$ cat src/cpuCtrlPkg.sv
`default_nettype none

package cpuCtrlPkg;

    typedef enum logic [3:0] {
        ALU_ADD,
        ALU_SUB,
        ALU_AND,
        ALU_ORR,
        ALU_NOT,
        ALU_TCP,
        ALU_SHL,
        ALU_SHR,
        ALU_LHI,
        ALU_PASSB
    } aluOpE;

    typedef enum logic {
        WB_ALU,
        WB_MEM
    } wbSelE;

    typedef enum logic [1:0] {
        RUN,
        DRAIN,
        HALTED
    } pipeStateE;

endpackage

`default_nettype wire

$ cat src/cpuIsaPkg.sv
`default_nettype none

package cpuIsaPkg;

    localparam int wordSize = 16;
    localparam int numRegs = 4;
    localparam int regAddrW = $clog2(numRegs);

    // instruction word layout
    localparam int opW = 4;
    localparam int opLsb = 12;
    localparam int rsLsb = 10;
    localparam int rtLsb = 8;
    localparam int rdLsb = 6;
    localparam int functW = 6;
    localparam int immW = 8;
    localparam int targetW = 12;

    typedef enum logic [opW-1:0] {
        BNE   = 4'd0,
        BEQ   = 4'd1,
        BGZ   = 4'd2,
        BLZ   = 4'd3,
        ADI   = 4'd4,
        ORI   = 4'd5,
        LHI   = 4'd6,
        LWD   = 4'd7,
        SWD   = 4'd8,
        JMP   = 4'd9,
        RTYPE = 4'd15
    } opcodeE;

    typedef enum logic [functW-1:0] {
        ADD = 6'd0,
        SUB = 6'd1,
        AND = 6'd2,
        ORR = 6'd3,
        NOT = 6'd4,
        TCP = 6'd5,
        SHL = 6'd6,
        SHR = 6'd7,
        WWD = 6'd28,
        HLT = 6'd29
    } functE;

endpackage

`default_nettype wire

$ cat src/alu.sv
`timescale 1ns/1ps
`default_nettype none

module alu
    import cpuIsaPkg::*;
    import cpuCtrlPkg::*;
(
    input  logic [wordSize-1:0] opA,
    input  logic [wordSize-1:0] opB,
    input  aluOpE               aluOp,
    input  opcodeE              branchOp,
    output logic [wordSize-1:0] result,
    output logic                branchTaken
);

    always_comb begin
        case (aluOp)
            ALU_ADD: result = opA + opB;
            ALU_SUB: result = opA - opB;
            ALU_AND: result = opA & opB;
            ALU_ORR: result = opA | opB;
            ALU_NOT: result = ~opA;
            ALU_TCP: result = ~opA + 1'b1;
            ALU_SHL: result = {opA[wordSize-2:0], 1'b0};
            ALU_SHR: result = {opA[wordSize-1], opA[wordSize-1:1]}; // arithmetic
            ALU_LHI: result = {opB[immW-1:0], {(wordSize-immW){1'b0}}};
            default: result = opB;
        endcase
    end

    always_comb begin
        case (branchOp)
            BNE:     branchTaken = (opA != opB);
            BEQ:     branchTaken = (opA == opB);
            BGZ:     branchTaken = ($signed(opA) > 16'sd0);
            BLZ:     branchTaken = ($signed(opA) < 16'sd0);
            default: branchTaken = 1'b0;
        endcase
    end

endmodule

`default_nettype wire

$ cat src/controlUnit.sv
`timescale 1ns/1ps
`default_nettype none

module controlUnit
    import cpuIsaPkg::*;
    import cpuCtrlPkg::*;
(
    input  logic [wordSize-1:0] instr,
    output logic                regWrite,
    output logic                aluSrcImm,
    output logic                memRead,
    output logic                memWrite,
    output logic                isBranch,
    output logic                isJump,
    output logic                isWwd,
    output logic                isHalt,
    output logic                usesRs,
    output logic                usesRt,
    output aluOpE               aluOp,
    output wbSelE               wbSel,
    output logic [regAddrW-1:0] destReg
);

    opcodeE opcode;
    functE  funct;

    assign opcode = opcodeE'(instr[opLsb +: opW]);
    assign funct  = functE'(instr[functW-1:0]);

    always_comb begin
        regWrite  = 1'b0;
        aluSrcImm = 1'b0;
        memRead   = 1'b0;
        memWrite  = 1'b0;
        isBranch  = 1'b0;
        isJump    = 1'b0;
        isWwd     = 1'b0;
        isHalt    = 1'b0;
        usesRs    = 1'b0;
        usesRt    = 1'b0;
        aluOp     = ALU_PASSB;
        wbSel     = WB_ALU;
        destReg   = instr[rtLsb +: regAddrW]; // I-type and loads write rt
        case (opcode)
            ADI, ORI: begin
                regWrite  = 1'b1;
                aluSrcImm = 1'b1;
                usesRs    = 1'b1;
                aluOp     = (opcode == ADI) ? ALU_ADD : ALU_ORR;
            end
            LHI: begin
                regWrite  = 1'b1;
                aluSrcImm = 1'b1;
                aluOp     = ALU_LHI;
            end
            LWD, SWD: begin
                aluSrcImm = 1'b1;
                usesRs    = 1'b1;
                aluOp     = ALU_ADD; // address is rs + imm
                regWrite  = (opcode == LWD);
                memRead   = (opcode == LWD);
                memWrite  = (opcode == SWD);
                usesRt    = (opcode == SWD); // store data
                if (opcode == LWD) wbSel = WB_MEM;
            end
            BNE, BEQ, BGZ, BLZ: begin
                isBranch = 1'b1;
                usesRs   = 1'b1;
                usesRt   = (opcode == BNE) || (opcode == BEQ);
            end
            JMP: isJump = 1'b1;
            RTYPE: begin
                destReg = instr[rdLsb +: regAddrW];
                case (funct)
                    ADD:     aluOp = ALU_ADD;
                    SUB:     aluOp = ALU_SUB;
                    AND:     aluOp = ALU_AND;
                    ORR:     aluOp = ALU_ORR;
                    NOT:     aluOp = ALU_NOT;
                    TCP:     aluOp = ALU_TCP;
                    SHL:     aluOp = ALU_SHL;
                    SHR:     aluOp = ALU_SHR;
                    default: aluOp = ALU_PASSB;
                endcase
                regWrite = (aluOp != ALU_PASSB);
                usesRt   = (funct == ADD) || (funct == SUB) || (funct == AND) || (funct == ORR);
                usesRs   = regWrite || (funct == WWD);
                isWwd    = (funct == WWD);
                isHalt   = (funct == HLT);
            end
            default: ; // unsupported opcodes act as nops
        endcase
    end

endmodule

`default_nettype wire

$ cat src/cpuTop.sv
`timescale 1ns/1ps
`default_nettype none

module cpuTop
    import cpuIsaPkg::*;
    import cpuCtrlPkg::*;
(
    input  logic                clk,
    input  logic                reset,
    input  logic [wordSize-1:0] instData,
    input  logic [wordSize-1:0] dataReadData,
    output logic                instRead,
    output logic [wordSize-1:0] instAddress,
    output logic                dataRead,
    output logic                dataWrite,
    output logic [wordSize-1:0] dataAddress,
    output logic [wordSize-1:0] dataWriteData,
    output logic [wordSize-1:0] numInst,
    output logic [wordSize-1:0] outputPort,
    output logic                outputValid,
    output logic                isHalted
);

    // decode outputs for the ID stage
    logic                regWrite, aluSrcImm, memRead, memWrite;
    logic                isBranch, isJump, isWwd, isHalt;
    logic                usesRs, usesRt;
    aluOpE               aluOp;
    wbSelE               wbSel;
    logic [regAddrW-1:0] destReg;
    logic [wordSize-1:0] idInstr;

    // hazard report and pipeline control
    logic [regAddrW-1:0] idRs, idRt, exDest;
    logic                idUsesRs, idUsesRt, idJump, idHalt, idValid;
    logic                exRegWrite, exBranchTaken, wbHalt, retire;
    logic                stall, flushIfId, flushIdEx, fetchStop, halted;

    assign instRead = !fetchStop;
    assign isHalted = halted;

    controlUnit u_controlUnit (
        .instr(idInstr),
        .*
    );

    pipeControl u_pipeControl (.*);

    retireCounter u_retireCounter (.*);

    datapath u_datapath (.*);

endmodule

`default_nettype wire

$ cat src/datapath.sv
`timescale 1ns/1ps
`default_nettype none

module datapath
    import cpuIsaPkg::*;
    import cpuCtrlPkg::*;
(
    input  logic                clk,
    input  logic                reset,
    input  logic [wordSize-1:0] instData,
    input  logic [wordSize-1:0] dataReadData,
    input  logic                regWrite,
    input  logic                aluSrcImm,
    input  logic                memRead,
    input  logic                memWrite,
    input  logic                isBranch,
    input  logic                isJump,
    input  logic                isWwd,
    input  logic                isHalt,
    input  logic                usesRs,
    input  logic                usesRt,
    input  aluOpE               aluOp,
    input  wbSelE               wbSel,
    input  logic [regAddrW-1:0] destReg,
    input  logic                stall,
    input  logic                flushIfId,
    input  logic                flushIdEx,
    input  logic                fetchStop,
    input  logic                halted,
    output logic [wordSize-1:0] instAddress,
    output logic [wordSize-1:0] dataAddress,
    output logic [wordSize-1:0] dataWriteData,
    output logic [wordSize-1:0] idInstr,
    output logic                dataRead,
    output logic                dataWrite,
    output logic [regAddrW-1:0] idRs,
    output logic [regAddrW-1:0] idRt,
    output logic                idUsesRs,
    output logic                idUsesRt,
    output logic                idJump,
    output logic                idHalt,
    output logic                idValid,
    output logic                exRegWrite,
    output logic [regAddrW-1:0] exDest,
    output logic                exBranchTaken,
    output logic                wbHalt,
    output logic                retire,
    output logic                outputValid,
    output logic [wordSize-1:0] outputPort
);

    logic [wordSize-1:0] pc, pcPlus1, ifIdPcPlus1;
    logic [wordSize-1:0] rsVal, rtVal, idImm, jumpTarget;
    logic [immW-1:0]     immField;
    opcodeE              idOpcode;

    logic                exValid, exRegWr, exAluSrcImm, exMemRead, exMemWrite;
    logic                exIsBranch, exIsWwd, exIsHalt;
    aluOpE               exAluOp;
    wbSelE               exWbSel;
    opcodeE              exOpcode;
    logic [wordSize-1:0] exRsVal, exRtVal, exImm, exPcPlus1;
    logic [wordSize-1:0] aluB, aluResult, exResult, branchTarget;
    logic                aluTaken;

    logic                wbValid, wbRegWr, wbIsWwd, wbIsHalt, wbWrite;
    logic [regAddrW-1:0] wbDest;
    logic [wordSize-1:0] wbData;

    assign pcPlus1      = pc + 1'b1;
    assign instAddress  = pc;
    assign branchTarget = exPcPlus1 + exImm;
    assign jumpTarget   = {ifIdPcPlus1[wordSize-1:targetW], idInstr[targetW-1:0]};

    always_ff @(posedge clk) begin
        if (reset) begin
            pc <= '0;
        end else if (!halted) begin
            if (exBranchTaken) pc <= branchTarget;
            else if (flushIfId && !fetchStop) pc <= jumpTarget; // only a jump flushes here
            else if (!stall && !fetchStop) pc <= pcPlus1;
        end
    end

    // IF/ID
    always_ff @(posedge clk) begin
        if (reset) idValid <= 1'b0;
        else if (!halted && (flushIfId || fetchStop)) idValid <= 1'b0;
        else if (!halted && !stall) idValid <= 1'b1;
    end

    always_ff @(posedge clk) begin
        if (!halted && !stall) begin
            idInstr     <= instData;
            ifIdPcPlus1 <= pcPlus1;
        end
    end

    assign idOpcode = opcodeE'(idInstr[opLsb +: opW]);
    assign immField = idInstr[immW-1:0];
    assign idImm    = (idOpcode == ORI) ? {{(wordSize-immW){1'b0}}, immField}
                                        : {{(wordSize-immW){immField[immW-1]}}, immField};
    assign idRs     = idInstr[rsLsb +: regAddrW];
    assign idRt     = idInstr[rtLsb +: regAddrW];
    assign idUsesRs = idValid && usesRs;
    assign idUsesRt = idValid && usesRt;
    assign idJump   = idValid && isJump;
    assign idHalt   = isHalt;

    regFile u_regFile (
        .clk(clk),
        .reset(reset),
        .readAddrA(idRs),
        .readAddrB(idRt),
        .writeAddr(wbDest),
        .writeData(wbData),
        .writeEnable(wbWrite),
        .readDataA(rsVal),
        .readDataB(rtVal)
    );

    // ID/EX, a stall or flush leaves a bubble
    always_ff @(posedge clk) begin
        if (reset) exValid <= 1'b0;
        else if (!halted) exValid <= idValid && !stall && !flushIdEx;
    end

    always_ff @(posedge clk) begin
        if (!halted) begin
            exRegWr     <= regWrite;
            exAluSrcImm <= aluSrcImm;
            exMemRead   <= memRead;
            exMemWrite  <= memWrite;
            exIsBranch  <= isBranch;
            exIsWwd     <= isWwd;
            exIsHalt    <= isHalt;
            exAluOp     <= aluOp;
            exWbSel     <= wbSel;
            exDest      <= destReg;
            exOpcode    <= idOpcode;
            exRsVal     <= rsVal;
            exRtVal     <= rtVal;
            exImm       <= idImm;
            exPcPlus1   <= ifIdPcPlus1;
        end
    end

    assign aluB = exAluSrcImm ? exImm : exRtVal;

    alu u_alu (
        .opA(exRsVal),
        .opB(aluB),
        .aluOp(exAluOp),
        .branchOp(exOpcode),
        .result(aluResult),
        .branchTaken(aluTaken)
    );

    assign exBranchTaken = exValid && exIsBranch && aluTaken;
    assign exRegWrite    = exValid && exRegWr;
    assign dataRead      = exValid && exMemRead;
    assign dataWrite     = exValid && exMemWrite;
    assign dataAddress   = aluResult; // rs + sign-extended imm
    assign dataWriteData = exRtVal;

    // memory answers in EX, so the write-back value is picked here
    assign exResult = exIsWwd ? exRsVal : ((exWbSel == WB_MEM) ? dataReadData : aluResult);

    // EX/WB
    always_ff @(posedge clk) begin
        if (reset) wbValid <= 1'b0;
        else if (!halted) wbValid <= exValid;
    end

    always_ff @(posedge clk) begin
        if (!halted) begin
            wbRegWr  <= exRegWr;
            wbIsWwd  <= exIsWwd;
            wbIsHalt <= exIsHalt;
            wbDest   <= exDest;
            wbData   <= exResult;
        end
    end

    assign wbWrite = wbValid && wbRegWr && !halted;
    assign retire  = wbValid && !halted; // HLT counts once
    assign wbHalt  = wbValid && wbIsHalt;

    always_ff @(posedge clk) begin
        if (reset) outputValid <= 1'b0;
        else outputValid <= wbValid && wbIsWwd && !halted;
    end

    always_ff @(posedge clk) begin
        if (wbValid && wbIsWwd && !halted) outputPort <= wbData;
    end

endmodule

`default_nettype wire

$ cat src/pipeControl.sv
`timescale 1ns/1ps
`default_nettype none

module pipeControl
    import cpuIsaPkg::*;
    import cpuCtrlPkg::*;
(
    input  logic                clk,
    input  logic                reset,
    input  logic [regAddrW-1:0] idRs,
    input  logic [regAddrW-1:0] idRt,
    input  logic                idUsesRs,
    input  logic                idUsesRt,
    input  logic                exRegWrite,
    input  logic [regAddrW-1:0] exDest,
    input  logic                exBranchTaken,
    input  logic                idJump,
    input  logic                idHalt,
    input  logic                idValid,
    input  logic                wbHalt,
    output logic                stall,
    output logic                flushIfId,
    output logic                flushIdEx,
    output logic                fetchStop,
    output logic                halted
);

    pipeStateE state;
    pipeStateE nextState;
    logic      hazard;

    // raw hazard against the writer in EX, WB is covered by the bypass
    assign hazard = exRegWrite &&
                    ((idUsesRs && idRs == exDest) || (idUsesRt && idRt == exDest));
    assign halted = (state == HALTED);

    always_comb begin
        nextState = state;
        stall     = 1'b0;
        flushIfId = 1'b0;
        flushIdEx = 1'b0;
        fetchStop = 1'b0;
        case (state)
            RUN: begin
                flushIdEx = exBranchTaken;
                flushIfId = exBranchTaken || idJump;
                stall     = hazard && !exBranchTaken; // branch flush wins
                if (idValid && idHalt && !stall && !exBranchTaken) nextState = DRAIN;
            end
            DRAIN: begin
                fetchStop = 1'b1;
                flushIfId = 1'b1;
                flushIdEx = 1'b1;
                if (exBranchTaken) nextState = RUN; // older branch still redirects
                else if (wbHalt) nextState = HALTED;
            end
            default: fetchStop = 1'b1;
        endcase
    end

    always_ff @(posedge clk) begin
        if (reset) state <= RUN;
        else state <= nextState;
    end

endmodule

`default_nettype wire

$ cat src/regFile.sv
`timescale 1ns/1ps
`default_nettype none

module regFile
    import cpuIsaPkg::*;
(
    input  logic                clk,
    input  logic                reset,
    input  logic [regAddrW-1:0] readAddrA,
    input  logic [regAddrW-1:0] readAddrB,
    input  logic [regAddrW-1:0] writeAddr,
    input  logic [wordSize-1:0] writeData,
    input  logic                writeEnable,
    output logic [wordSize-1:0] readDataA,
    output logic [wordSize-1:0] readDataB
);

    logic [wordSize-1:0] regs [numRegs];

    always_ff @(posedge clk) begin
        if (reset) begin
            for (int i = 0; i < numRegs; i++) begin
                regs[i] <= '0;
            end
        end else if (writeEnable) begin
            regs[writeAddr] <= writeData;
        end
    end

    // write-first so WB results reach ID in the same cycle
    assign readDataA = (writeEnable && writeAddr == readAddrA) ? writeData : regs[readAddrA];
    assign readDataB = (writeEnable && writeAddr == readAddrB) ? writeData : regs[readAddrB];

endmodule

`default_nettype wire

$ cat src/retireCounter.sv
`timescale 1ns/1ps
`default_nettype none

module retireCounter
    import cpuIsaPkg::*;
(
    input  logic                clk,
    input  logic                reset,
    input  logic                retire,
    output logic [wordSize-1:0] numInst
);

    always_ff @(posedge clk) begin
        if (reset) numInst <= '0;
        else if (retire) numInst <= numInst + 1'b1; // wraps
    end

endmodule

`default_nettype wire

$ cat config.mk
export PLATFORM = sky130hd
export DESIGN_NAME = cpuTop
export DESIGN_NICKNAME = d
export VERILOG_FILES = /design/src/cpuCtrlPkg.sv /design/src/cpuIsaPkg.sv /design/src/alu.sv /design/src/controlUnit.sv /design/src/cpuTop.sv /design/src/datapath.sv /design/src/pipeControl.sv /design/src/regFile.sv /design/src/retireCounter.sv
export SDC_FILE = /design/constraint.sdc
export NUM_CORES = 1
export LEC_CHECK = 0
export ABC_AREA = 1
export BUFFER_PORTS_ARGS = -buffer_cell sky130_fd_sc_hd__buf_2
export CAP_MARGIN = 10
export CORE_MARGIN = 2
export CORE_UTILIZATION = 40
export CTS_CLUSTER_DIAMETER = 200
export DETAILED_ROUTE_END_ITERATION = 8
export GPL_TIMING_DRIVEN = 1
export SLEW_MARGIN = 5
export SYNTH_ARGS = -nofsm -noshare
export SYNTH_HDL_FRONTEND = slang
export SYNTH_HIERARCHICAL = 1
export SYNTH_SLANG_ARGS = --single-unit
$ cat constraint.sdc
create_clock -name clk -period 7.95 [get_ports clk]
set_input_delay 1.1925 -clock clk [delete_from_list [all_inputs] [get_ports clk]]
set_output_delay 1.1925 -clock clk [all_outputs]
set_load 0.005 [all_outputs]
==> results of run 1 <==
[sequential cells by signal, indices dropped and copies added (netlist names), 2 cells and up]
| signal | count |
|---|---|
| u_datapath/exImm | 9 |
| u_datapath/instAddress | 16 |
| u_datapath/exOpcode | 4 |
| u_datapath/dataWriteData | 16 |
| u_datapath/wbData | 16 |
| u_datapath/exDest | 2 |
| u_datapath/ifIdPcPlus1 | 16 |
| u_datapath/u_regFile/regs | 64 |
| u_pipeControl/state | 2 |
| u_datapath/exPcPlus1 | 16 |
| u_datapath/exAluOp | 4 |
| u_retireCounter/numInst | 16 |
| u_datapath/wbDest | 2 |
| u_datapath/exRsVal | 16 |
| u_datapath/idInstr | 16 |
| u_datapath/outputPort | 16 |
[area by class of cell]
type | instances | area, um2 | area share
tap | 532 | 666 | 0.0367
multi-input combinational | 1533 | 7610 | 0.420
clock buffer | 36 | 752 | 0.0415
timing repair buffer | 127 | 658 | 0.0363
inverter | 348 | 1320 | 0.0725
sequential | 246 | 7010 | 0.386
clock inverter | 16 | 125 | 0.00690
[cells in the final DEF, fill, tap and decap left out, types with 7 or more instances in the layout]
cell       instances
inv_2             10
buf_4              9
o22ai_1           12
clkbuf_16         29
o21ai_0           75
inv_1            330
a21oi_1          112
nand3b_1           9
nand4_1           24
nand2_2           15
edfxtp_1         208
nor2_1           220
nand3_1          238
nor2_4            12
o211ai_1           9
clkinv_1          14
nand3_2            7
nand2_1          641
nor3_1            17
dfxtp_1           38
mux2_2             8
buf_2            118
clkbuf_1           7
ha_1              65
xor2_1            11
[cell families (layout without fill, tap and decap cells)]
kind of cell,after synthesis,count (layout),share of synthesized area
and+or+nand+nor,1206,1206,0.318
buffers and inverters,420,527,0.106
DFF,246,246,0.429
AOI/OAI and AO/OA,235,235,0.0788
adders and majority gates,68,68,0.0535
xor gates and xnor gates,16,16,0.00904
muxes,8,8,0.00551
[report_power, final]
group / switching [W] / internal (W) / leakage [nW]
clock network: 0.000511 / 0.000729 / 0.426
logic: 0.000542 / 0.000240 / 5.79
registers: 0.000114 / 0.00150 / 2.55
total: 0.00117 / 0.00247 / 8.77
[synthesized netlist by cell type, types with 12 or more instances]
library cell	n	area share
buf_2	33	0.010
buf_4	12	0.0055
clkbuf_1	14	0.0032
a21oi_1	112	0.034
ha_1	65	0.050
o21ai_0	75	0.023
dfxtp_1	38	0.047
nand4_1	24	0.0092
inv_1	331	0.076
nand3_1	238	0.073
nand2_1	641	0.15
o22ai_1	12	0.0046
nand2_2	15	0.0057
nor3_1	18	0.0055
edfxtp_1	208	0.38
nor2_1	221	0.051
[through the flow]
stage,hold slack (ns),instances
finish,0.417,2838
global route,0.422,2838
CTS,0.418,2838
detailed placement,0.405,2786
global placement,0.401,2786
floorplan,0.400,2199
[worst paths after layout]
kind                                                          start  slack, ns                                      to
worst max register to register     u_datapath/exAluSrcImm$_DFFE_PN_       2.39  u_datapath/instAddress[3]$_SDFFE_PP0P_
worst max-delay path               u_datapath/exAluSrcImm$_DFFE_PN_       2.39  u_datapath/instAddress[3]$_SDFFE_PP0P_
worst min register to register  u_datapath/ifIdPcPlus1[0]$_DFFE_PP_       0.42       u_datapath/exPcPlus1[0]$_DFFE_PN_
worst min-delay path            u_datapath/ifIdPcPlus1[0]$_DFFE_PP_       0.42       u_datapath/exPcPlus1[0]$_DFFE_PN_
[routing by layer]
layer	up-vias	GRT usage	part of all wire
li1	7272	-	-
met1	7125	0.338	0.44
met2	618	0.406	0.46
met3	103	0.0364	0.070
met4	0	0.0827	0.033
met5	-	0	0
[worst max-delay path, cell delays in order (launching register included)]
cell	delay (ns)
edfxtp_1	0.79
nand2_1	0.35
o21ai_0	0.20
inv_1	0.12
ha_1	0.40
inv_1	0.19
nand2_1	0.16
nor4_1	0.32
nand3_1	0.11
o211ai_1	0.24
nand3_1	0.14
buf_4	0.22
inv_2	0.26
nor2_1	0.07
a21oi_1	0.17
nand2_1	0.47
o211ai_1	0.28
nand2_1	0.28
inv_2	0.39
o21ai_0	0.12
a31oi_1	0.17
==> summary.md, run 1 <==
| Metric | Value |
|---|---|
| Status | complete, no violations |
| Total grt overflow | 0 |
| Crit. End Element | register |
| LEAKAGE | just under 9 nW |
| Ys Warns | 6 |
| Final WS setup | 2.39 ns |
| WL/cell | 18.8 um |
| Clock Latency Late Sink | about 0.55 ns |
| Worst r2r path cells | 20 |
| First-pass GRT wire length | 80.9 mm |
| RSZ-0062 raised after global routing | no |
| Worst slew pin tran | between 1 and 1.5 ns |
| Rel. slew slack | 0.205 |
| Die Ht | 206 um |
| Pwr Total | 0.00364 W |
| WP data required | 8.41 ns |
| CTS Buffer Depth | 3 |
| Arr. time, crit path | 6.02 ns |
| Top FF cell, synth | edfxtp_1 |
| Num rows | 74 |
| Die ar. | 42,500 um2 |
| Largest net degree at the start of global routing | 62 |
| Total routed wirelength | 53.2 mm |
| Die X | approximately 210 um |
| Routed vias | roughly 15,000 |
| Post-synth cell types | 54 |
| Initial drt markers | 1,440 |
| Placed cell areas | 17,300 um2 |
| Layout Area Growth over Synthesis | 11.0% |
| Vias in the first global route | 14,300 |
| Fin. Hold Viols | 0 |
| VDD IR-drop max | 132 uV |
| # DRC | 0 |
| GR Util All Layers | 0.248 |
| Power Density | 200 nW/um2 |
| Ys async rst share | 0 |
| N_diodes | 0 |
| Synthesized area | 16,300 um2 |
| Drt first pass iters | 6 |
| Setup Skew | about 0.025 ns |
| Setup tns final | 0 ns |
| Crit start category | register |
| Post-route cell area | about 18,000 um2 |
| Seq cells post-synth | 246 |
| Final setup violation count | 0 |
| Antenna-violating nets left | 0 |
| Initial antenna violation count | 0 |
| Placer Congestion | 0.964 |
| Syn nets | 2,301 |
| Port Buffer Count | 118 |
| Hold path depth | 0 |
| Clk pin slew, worst setup/hold paths | 0.06 ns |
| Clk sinks | 246 |
| Boundary Pins | between 100 and 150 |
| Starting Density | 0.403 |
| Dpl hpwl | 39.7 mm |
| CP Class | reg -> reg |
| Peak Freq | around 0.18 GHz |
| EDFF count, synth | roughly 210 |
| Number of H-tree levels | 1 |
| Final Core Density | 0.447 |
| CTS Hold Bufs | 0 |
| Syn Area/Cell | 7.43 um2 |
| Sequential area share after synthesis | 0.429 |
| Crit path time final | 5.56 ns |
| Resized cells post-CTS | 0 |
| Hold Path Class | reg -> reg |
| CTS Buf Count | 29 |
| CP Max Fanout | 25 |
| Fraction of layout cells with a size suffix above 1 | 0.104 |
| Fillers | 4,202 |
| CTS tree | yes |
| Core ar. | just over 40,000 um2 |
| Via density | between 5 and 6 |
| # Max-Cap Violations | 0 |
| Cell count after synthesis | 2,199 |
| # nets final | 2,387 |
| Slew Limit Fails | 0 |
| Worst slack at placement | 2.56 ns |
| CTS root buf | clkbuf_16 |
| Final worst path period share | 0.699 |
| Post-CTS setup buffers | 0 |
Power figures use the tool's default switching activity.
==> inputs of run 2 (changes only) <==
- clock period: 7.95 -> 5.7 ns (I/O delays scaled with it)
==> run 2 against run 1 <==
Clock skew is 0.011 ns lower. Setup slack worse by 1.7 ns. Sequential share of layout area is 0.17 points lower. Clock power is 46% higher. Cell count is 0.14% higher. Critical path type unchanged. First-iteration DRC count is 13% lower. Routed wire length is 1.2% lower. Cell area is 0.44% higher. Via count is 0.62% lower. Non-clock buffer count is 4 higher. Utilization is 0.20 points higher.
==> summary.md, run 2 (synthesized netlist as in run 1, its figures left out) <==
| Metric | Value |
|---|---|
| VDD IR-drop max | 243 uV |
| Worst R2R End | u_datapath/instAddress[4]$_SDFFE_PP0P_ |
| Starting Density | 0.403 |
| CTS tree | yes |
| Hold path depth | 0 |
| Total grt overflow | 0 |
| CTS Buf Count | 28 |
| RSZ-0062 raised after global routing | no |
| CP Class | reg -> reg |
| Rel. slew slack | 0.207 |
| Pwr Total | 0.00514 W |
| # Max-Cap Violations | 0 |
| Setup Skew | 0.0145 ns |
| First-pass GRT wire length | 81.4 mm |
| Port Buffer Count | between 100 and 150 |
| Fin. Hold Viols | 0 |
| Die X | 206 um |
| Layout Area Growth over Synthesis | 11.5% |
| GR Util All Layers | 0.249 |
| # DRC | 0 |
| Fillers | 4,161 |
| Largest net degree at the start of global routing | 76 |
| Crit start category | register |
| Arr. time, crit path | 5.49 ns |
| Placer Congestion | 0.957 |
| Die ar. | ~42,000 um2 |
| Peak Freq | 0.198 GHz |
| LEAKAGE | 8.81 nW |
| Fraction of layout cells with a size suffix above 1 | 0.109 |
| Resized cells post-CTS | 0 |
| Flip-flop count of the largest register after layout | 64 |
| Crit-path max cell delay | 0.64 ns |
| Crit path time final | 5.04 ns |
| Power Density | 282 nW/um2 |
| Clk sinks | 246 |
| Final setup violation count | 0 |
| Num rows | 74 |
| N_diodes | 0 |
| Clk pin slew, worst setup/hold paths | 0.06 ns |
| WL/cell | 18.5 um |
| Drt first pass iters | 5 |
| RR Startpoint | u_datapath/exImm[8]$_SDFFCE_PN0N_ |
| Final worst path period share | 0.885 |
| Largest reg by FF count | u_datapath/u_regFile/regs |
| Boundary Pins | 119 |
| Hold Path Class | reg -> reg |
| Commonest non-fill, non-tap cell in the layout | nand2_1 |
| Number of H-tree levels | 1 |
| Dpl hpwl | 39.5 mm |
| Sequential cell area | 7010 um2 |
| Post-route cell area | 18,200 um2 |
| Vias in the first global route | 14,400 |
| Clock Latency Late Sink | 0.56 ns |
| Status | complete, no violations |
| Crit path top cell by count | nand2_1 |
| Min-Delay Endpoint | u_datapath/exPcPlus1[2]$_DFFE_PN_ |
| WP data required | 6.15 ns |
| Placed cell areas | 17,300 um2 |
| Commonest cells after routing, fill and taps aside | 641 x nand2_1, 330 x inv_1, 238 x nand3_1, 220 x nor2_1, 208 x edfxtp_1 |
| Total routed wirelength | 52.6 mm |
| Post-CTS setup buffers | 0 |
| Crit path cell chain | nand2_1 > o21ai_0 > inv_1 > ha_1 > inv_1 > nand2_1 > nor4_1 > nand2_1 > nand2_1 > o211ai_1 > nand3_1 > buf_4 > inv_2 > nor2_1 > a21oi_1 > nand2_1 > buf_4 > o211ai_1 > nand2_1 > inv_2 > nor2_1 > nor2_1 > o21ai_0 > inv_1 |
| Multi-input gate area | 7610 um2 |
| Routed vias | around 15,000 |
| CTS root buf | clkbuf_16 |
| Crit. End Element | register |
| Worst reg2reg setup slack | about 0.66 ns |
| Hold Startpoint | u_datapath/ifIdPcPlus1[2]$_DFFE_PP_ |
| Antenna-violating nets left | 0 |
| CTS Buffer Depth | 3 |
| Worst slew pin tran | 1.19 ns |
| Critical-path top delay cell | edfxtp_1 |
| Setup tns final | 0 ns |
| Core ar. | between 40,000 and 50,000 um2 |
| Die Ht | roughly 210 um |
| Final Core Density | 0.449 |
| CTS Hold Bufs | 0 |
| Crit. Startpoint | u_datapath/exImm[8]$_SDFFCE_PN0N_ |
| Worst r2r path cells | 24 |
| CP Max Fanout | 25 |
| # nets final | 2,390 |
| Slew Limit Fails | 0 |
| Initial drt markers | about 1,200 |
| Initial antenna violation count | 0 |
| Via density | 5.29 |
run 2: routing by layer:
layer	GRT usage	routed length, um	up-vias
li1	-	-	7289
met3	0.0404	4050	95
met1	0.334	22600	7107
met4	0.0791	1680	0
met5	0	0	-
met2	0.411	24200	534
run 2: worst max-delay path by stage:
stage                                             endpoint  slack, ns
floorplan                  u_datapath/idInstr[0]$_DFFE_PP_        1.0
global placement    u_datapath/instAddress[4]$_SDFFE_PP0P_       0.79
detailed placement  u_datapath/instAddress[4]$_SDFFE_PP0P_       0.76
CTS                 u_datapath/instAddress[4]$_SDFFE_PP0P_       0.73
global route        u_datapath/instAddress[4]$_SDFFE_PP0P_       0.03
finish              u_datapath/instAddress[4]$_SDFFE_PP0P_       0.66
run 2: metrics by stage:
step	cells	hold WS (ns)	worst slack, ns
detailed placement	2790	0.406	0.765
CTS	2842	0.420	0.729
global route	2842	0.432	0.0272
global placement	2790	0.401	0.788
floorplan	2199	0.400	0.997
finish	2842	0.418	0.656
run 2: cell type report:
cell class | instances | area share
inverter | 348 | 0.0722
clock inverter | 20 | 0.0104
tap | 532 | 0.0365
clock buffer | 32 | 0.0405
sequential | 246 | 0.385
timing repair buffer | 131 | 0.0378
multi-input combinational | 1533 | 0.418
run 2: report_power, final:
group | leakage (nW) | internal (W) | switching (W)
Clock | 0.451 | 0.00107 | 0.000747
Sequential | 2.55 | 0.00209 | 0.000158
Combinational | 5.81 | 0.000336 | 0.000746
run 2: worst max-delay path: cells and delay by family (launching register included):
kind,cells,cell delay [ns]
AO/OA/AOI/OAI,5,0.77
adder cells (fa/ha/maj),1,0.36
flip-flops,1,0.64
buffers and inverters,7,1.25
AND/OR/NAND/NOR,11,1.88
==> inputs of run 3 (changes only) <==
- ABC_AREA: 1 -> unset
- CELL_PAD_IN_SITES_DETAIL_PLACEMENT: unset -> 0
- CELL_PAD_IN_SITES_GLOBAL_PLACEMENT: unset -> 1
- PLACE_DENSITY_LB_ADDON: unset -> 0.1
==> run 3 against run 2 <==
Routed wire length shrank 7.4%. Sequential power is essentially flat. Total power shrank 1.8%. Sequential share of layout area grew 1.5 points. Sequential cell count is the same. Highest routed layer unchanged. Register-to-register slack is essentially flat. Count of clock-buffer cells in the layout grew 7. Clock skew grew 0.0044 ns. Clock power grew 3%. Setup slack lost 0.28 ns. Hold slack gained 0.0038 ns.
==> summary.md, run 3 <==
| Metric | Value |
|---|---|
| Status | complete, no violations |
| Sequential area share after synthesis | 0.450 |
| Drt first pass iters | 5 |
| Vias in the first global route | 11,200 |
| EDFF count, synth | 208 |
| Initial antenna violation count | 0 |
| CTS tree | yes |
| Rel. slew slack | 0.294 |
| Peak Freq | 0.188 GHz |
| Antenna-violating nets left | 0 |
| Synth Area in Adders | 0.0561 |
| Setup Skew | 0.0189 ns |
| Crit-path max cell delay | 0.60 ns |
| Total grt overflow | 0 |
| Commonest cells after routing, fill and taps aside | 208 x edfxtp_1, 129 x nor2_1, 118 x buf_2, 96 x o21ai_0, 84 x and2_1 |
| # nets final | 1,637 |
| Clk pin slew, worst setup/hold paths | 0.06 ns |
| Hold Path Class | reg -> reg |
| Arr. time, crit path | around 4.5 ns |
| Worst slew pin tran | 1.06 ns |
| Die X | around 200 um |
| Crit path cell chain | nand2_1 > o21ai_0 > inv_1 > ha_1 > buf_4 > nor2_1 > nand2_1 > a2111oi_1 > a211oi_2 > a211oi_1 > xnor2_1 > o2bb2ai_1 > buf_2 |
| Core ar. | 38,600 um2 |
| Syn nets | roughly 1,500 |
| CTS Buf Count | 29 |
| CP Max Fanout | 11 |
| Number of H-tree levels | 1 |
| WP data required | 4.85 ns |
| Final worst path period share | 0.934 |
| CTS Buffer Depth | 3 |
| Starting Density | 0.403 |
| Fin. Hold Viols | 0 |
| Num rows | between 70 and 80 |
| Largest family of logic cells by synthesized area | simple AND/OR/NAND/NOR gates |
| Final Core Density | 0.455 |
| Boundary Pins | 119 |
| Synth Area in Compound Gates | 0.135 |
| Flip-flop count of the largest register after layout | 64 |
| Largest reg by FF count | u_datapath/u_regFile/regs |
| Cell count after synthesis | 1,430 |
| Top FF cell, synth | edfxtp_1 |
| Layout Area Growth over Synthesis | 12.7% |
| Ys async rst share | 0 |
| Dpl hpwl | 34.8 mm |
| Mux contribution to synthesized area | 0.113 |
| Clock Latency Late Sink | between 0.5 and 0.6 ns |
| CTS Hold Bufs | 0 |
| # Max-Cap Violations | 0 |
| Setup tns final | 0 ns |
| # DRC | 0 |
| Crit path time final | between 5 and 6 ns |
| Critical-path top delay cell | edfxtp_1 |
| Placed cell areas | 16,600 um2 |
| Synthesized area | 15,600 um2 |
| First-pass GRT wire length | 72.8 mm |
| Worst reg2reg setup slack | 0.66 ns |
| Resized cells post-CTS | 0 |
| Crit. End Element | primary output |
| Post-CTS setup buffers | 0 |
| Post-Synth Simple-Gate Area | 0.157 |
| Syn Area/Cell | 10.9 um2 |
| Crit start category | register |
| Post-synth cell types | between 90 and 100 |
| Via density | 5.69 |
| Final setup violation count | 0 |
| Crit path top cell by count | nand2_1 |
| Routed vias | 11,800 |
| CTS root buf | clkbuf_16 |
| Yosys top cell by area | edfxtp_1 |
| Placer Congestion | 0.896 |
| Fraction of layout cells with a size suffix above 1 | 0.194 |
| Total routed wirelength | a little under 50 mm |
| N_diodes | 0 |
| XOR/XNOR Fraction of Synth Area | 0.0355 |
| CP Class | reg -> out |
| Seq cells post-synth | about 250 |
| Fillers | 3,739 |
| Largest net degree at the start of global routing | 77 |
| Commonest non-fill, non-tap cell in the layout | edfxtp_1 |
| Die ar. | roughly 40,000 um2 |
| Synth area leaders | edfxtp_1 40%, mux4_1 5.4%, ha_1 5.2% |
| Synth cell count leaders | 208 x edfxtp_1, 130 x nor2_1, 96 x o21ai_0 |
| WL/cell | around 23 um |
| Slew Limit Fails | 0 |
| LEAKAGE | between 7 and 8 nW |
| Clk sinks | 246 |
| VDD IR-drop max | 247 uV |
| Multi-input gate area | just under 8000 um2 |
| Sequential cell area | 7010 um2 |
| Power Density | 288 nW/um2 |
| Count leader, synth | edfxtp_1 |
| Ys Warns | 6 |
| Initial drt markers | between 700 and 800 |
| RSZ-0062 raised after global routing | no |
| Post-route cell area | 17,500 um2 |
| Synth top area share | 0.402 |
| Port Buffer Count | between 100 and 150 |
| Die Ht | 201 um |
| GR Util All Layers | 0.236 |
-- run 3: layer usage --
layer	wire (um)	track usage
met1	21900	0.331
met2	22500	0.380
met3	2840	0.0395
met4	1450	0.0643
met5	0	0
-- run 3: report_power, final --
group | total (W) | switching (W) | leakage (nW) | internal (W)
combinational | 0.000951 | 0.000571 | 4.04 | 0.000380
sequential | 0.00224 | 0.000161 | 2.56 | 0.00208
clock | 0.00186 | 0.000776 | 0.463 | 0.00109
-- run 3: through the flow --
stage	power [W]	worst slack (ns)	hold WS, ns	instances
floorplan	0.00285	0.123	0.400	1430
global placement	0.00322	0.817	0.402	2022
detailed placement	0.00321	0.749	0.409	2022
CTS	0.00510	0.376	0.408	2075
global route	0.00527	0.0949	0.416	2075
finish	0.00505	0.378	0.421	2075
-- run 3: cells by family after synthesis --
family	after synthesis
and+or+nand+nor	462
AOI/OAI and AO/OA	321
DFF	246
buffers and inverters	162
muxes	108
adders and majority gates	68
xor gates and xnor gates	63
-- run 3: final cells by class --
class	count	area share
sequential	246	0.400
clock buffer	39	0.0464
inverter	81	0.0175
clock inverter	14	0.00771
multi-input combinational	1022	0.441
timing repair buffer	155	0.0503
tap	518	0.0370
-- run 3: worst paths after layout --
path,start,cells after the start,end
max reg2reg,u_datapath/exImm[8]$_SDFFCE_PN0N_,21,u_datapath/instAddress[14]$_SDFFE_PP0P_
min,u_datapath/ifIdPcPlus1[10]$_DFFE_PP_,0,u_datapath/exPcPlus1[10]$_DFFE_PN_
max,u_datapath/exImm[8]$_SDFFCE_PN0N_,13,dataAddress[15]
min reg2reg,u_datapath/ifIdPcPlus1[10]$_DFFE_PP_,0,u_datapath/exPcPlus1[10]$_DFFE_PN_
-- run 3: worst max-delay path: cells and delay by family, from the launching register on --
kind            cells  cell delay (ns)
compound gates      5             1.73
flops               1             0.60
simple gates        3             0.58
buf+inv             3             0.46
fa+ha+maj           1             0.30
xor+xnor            1             0.21
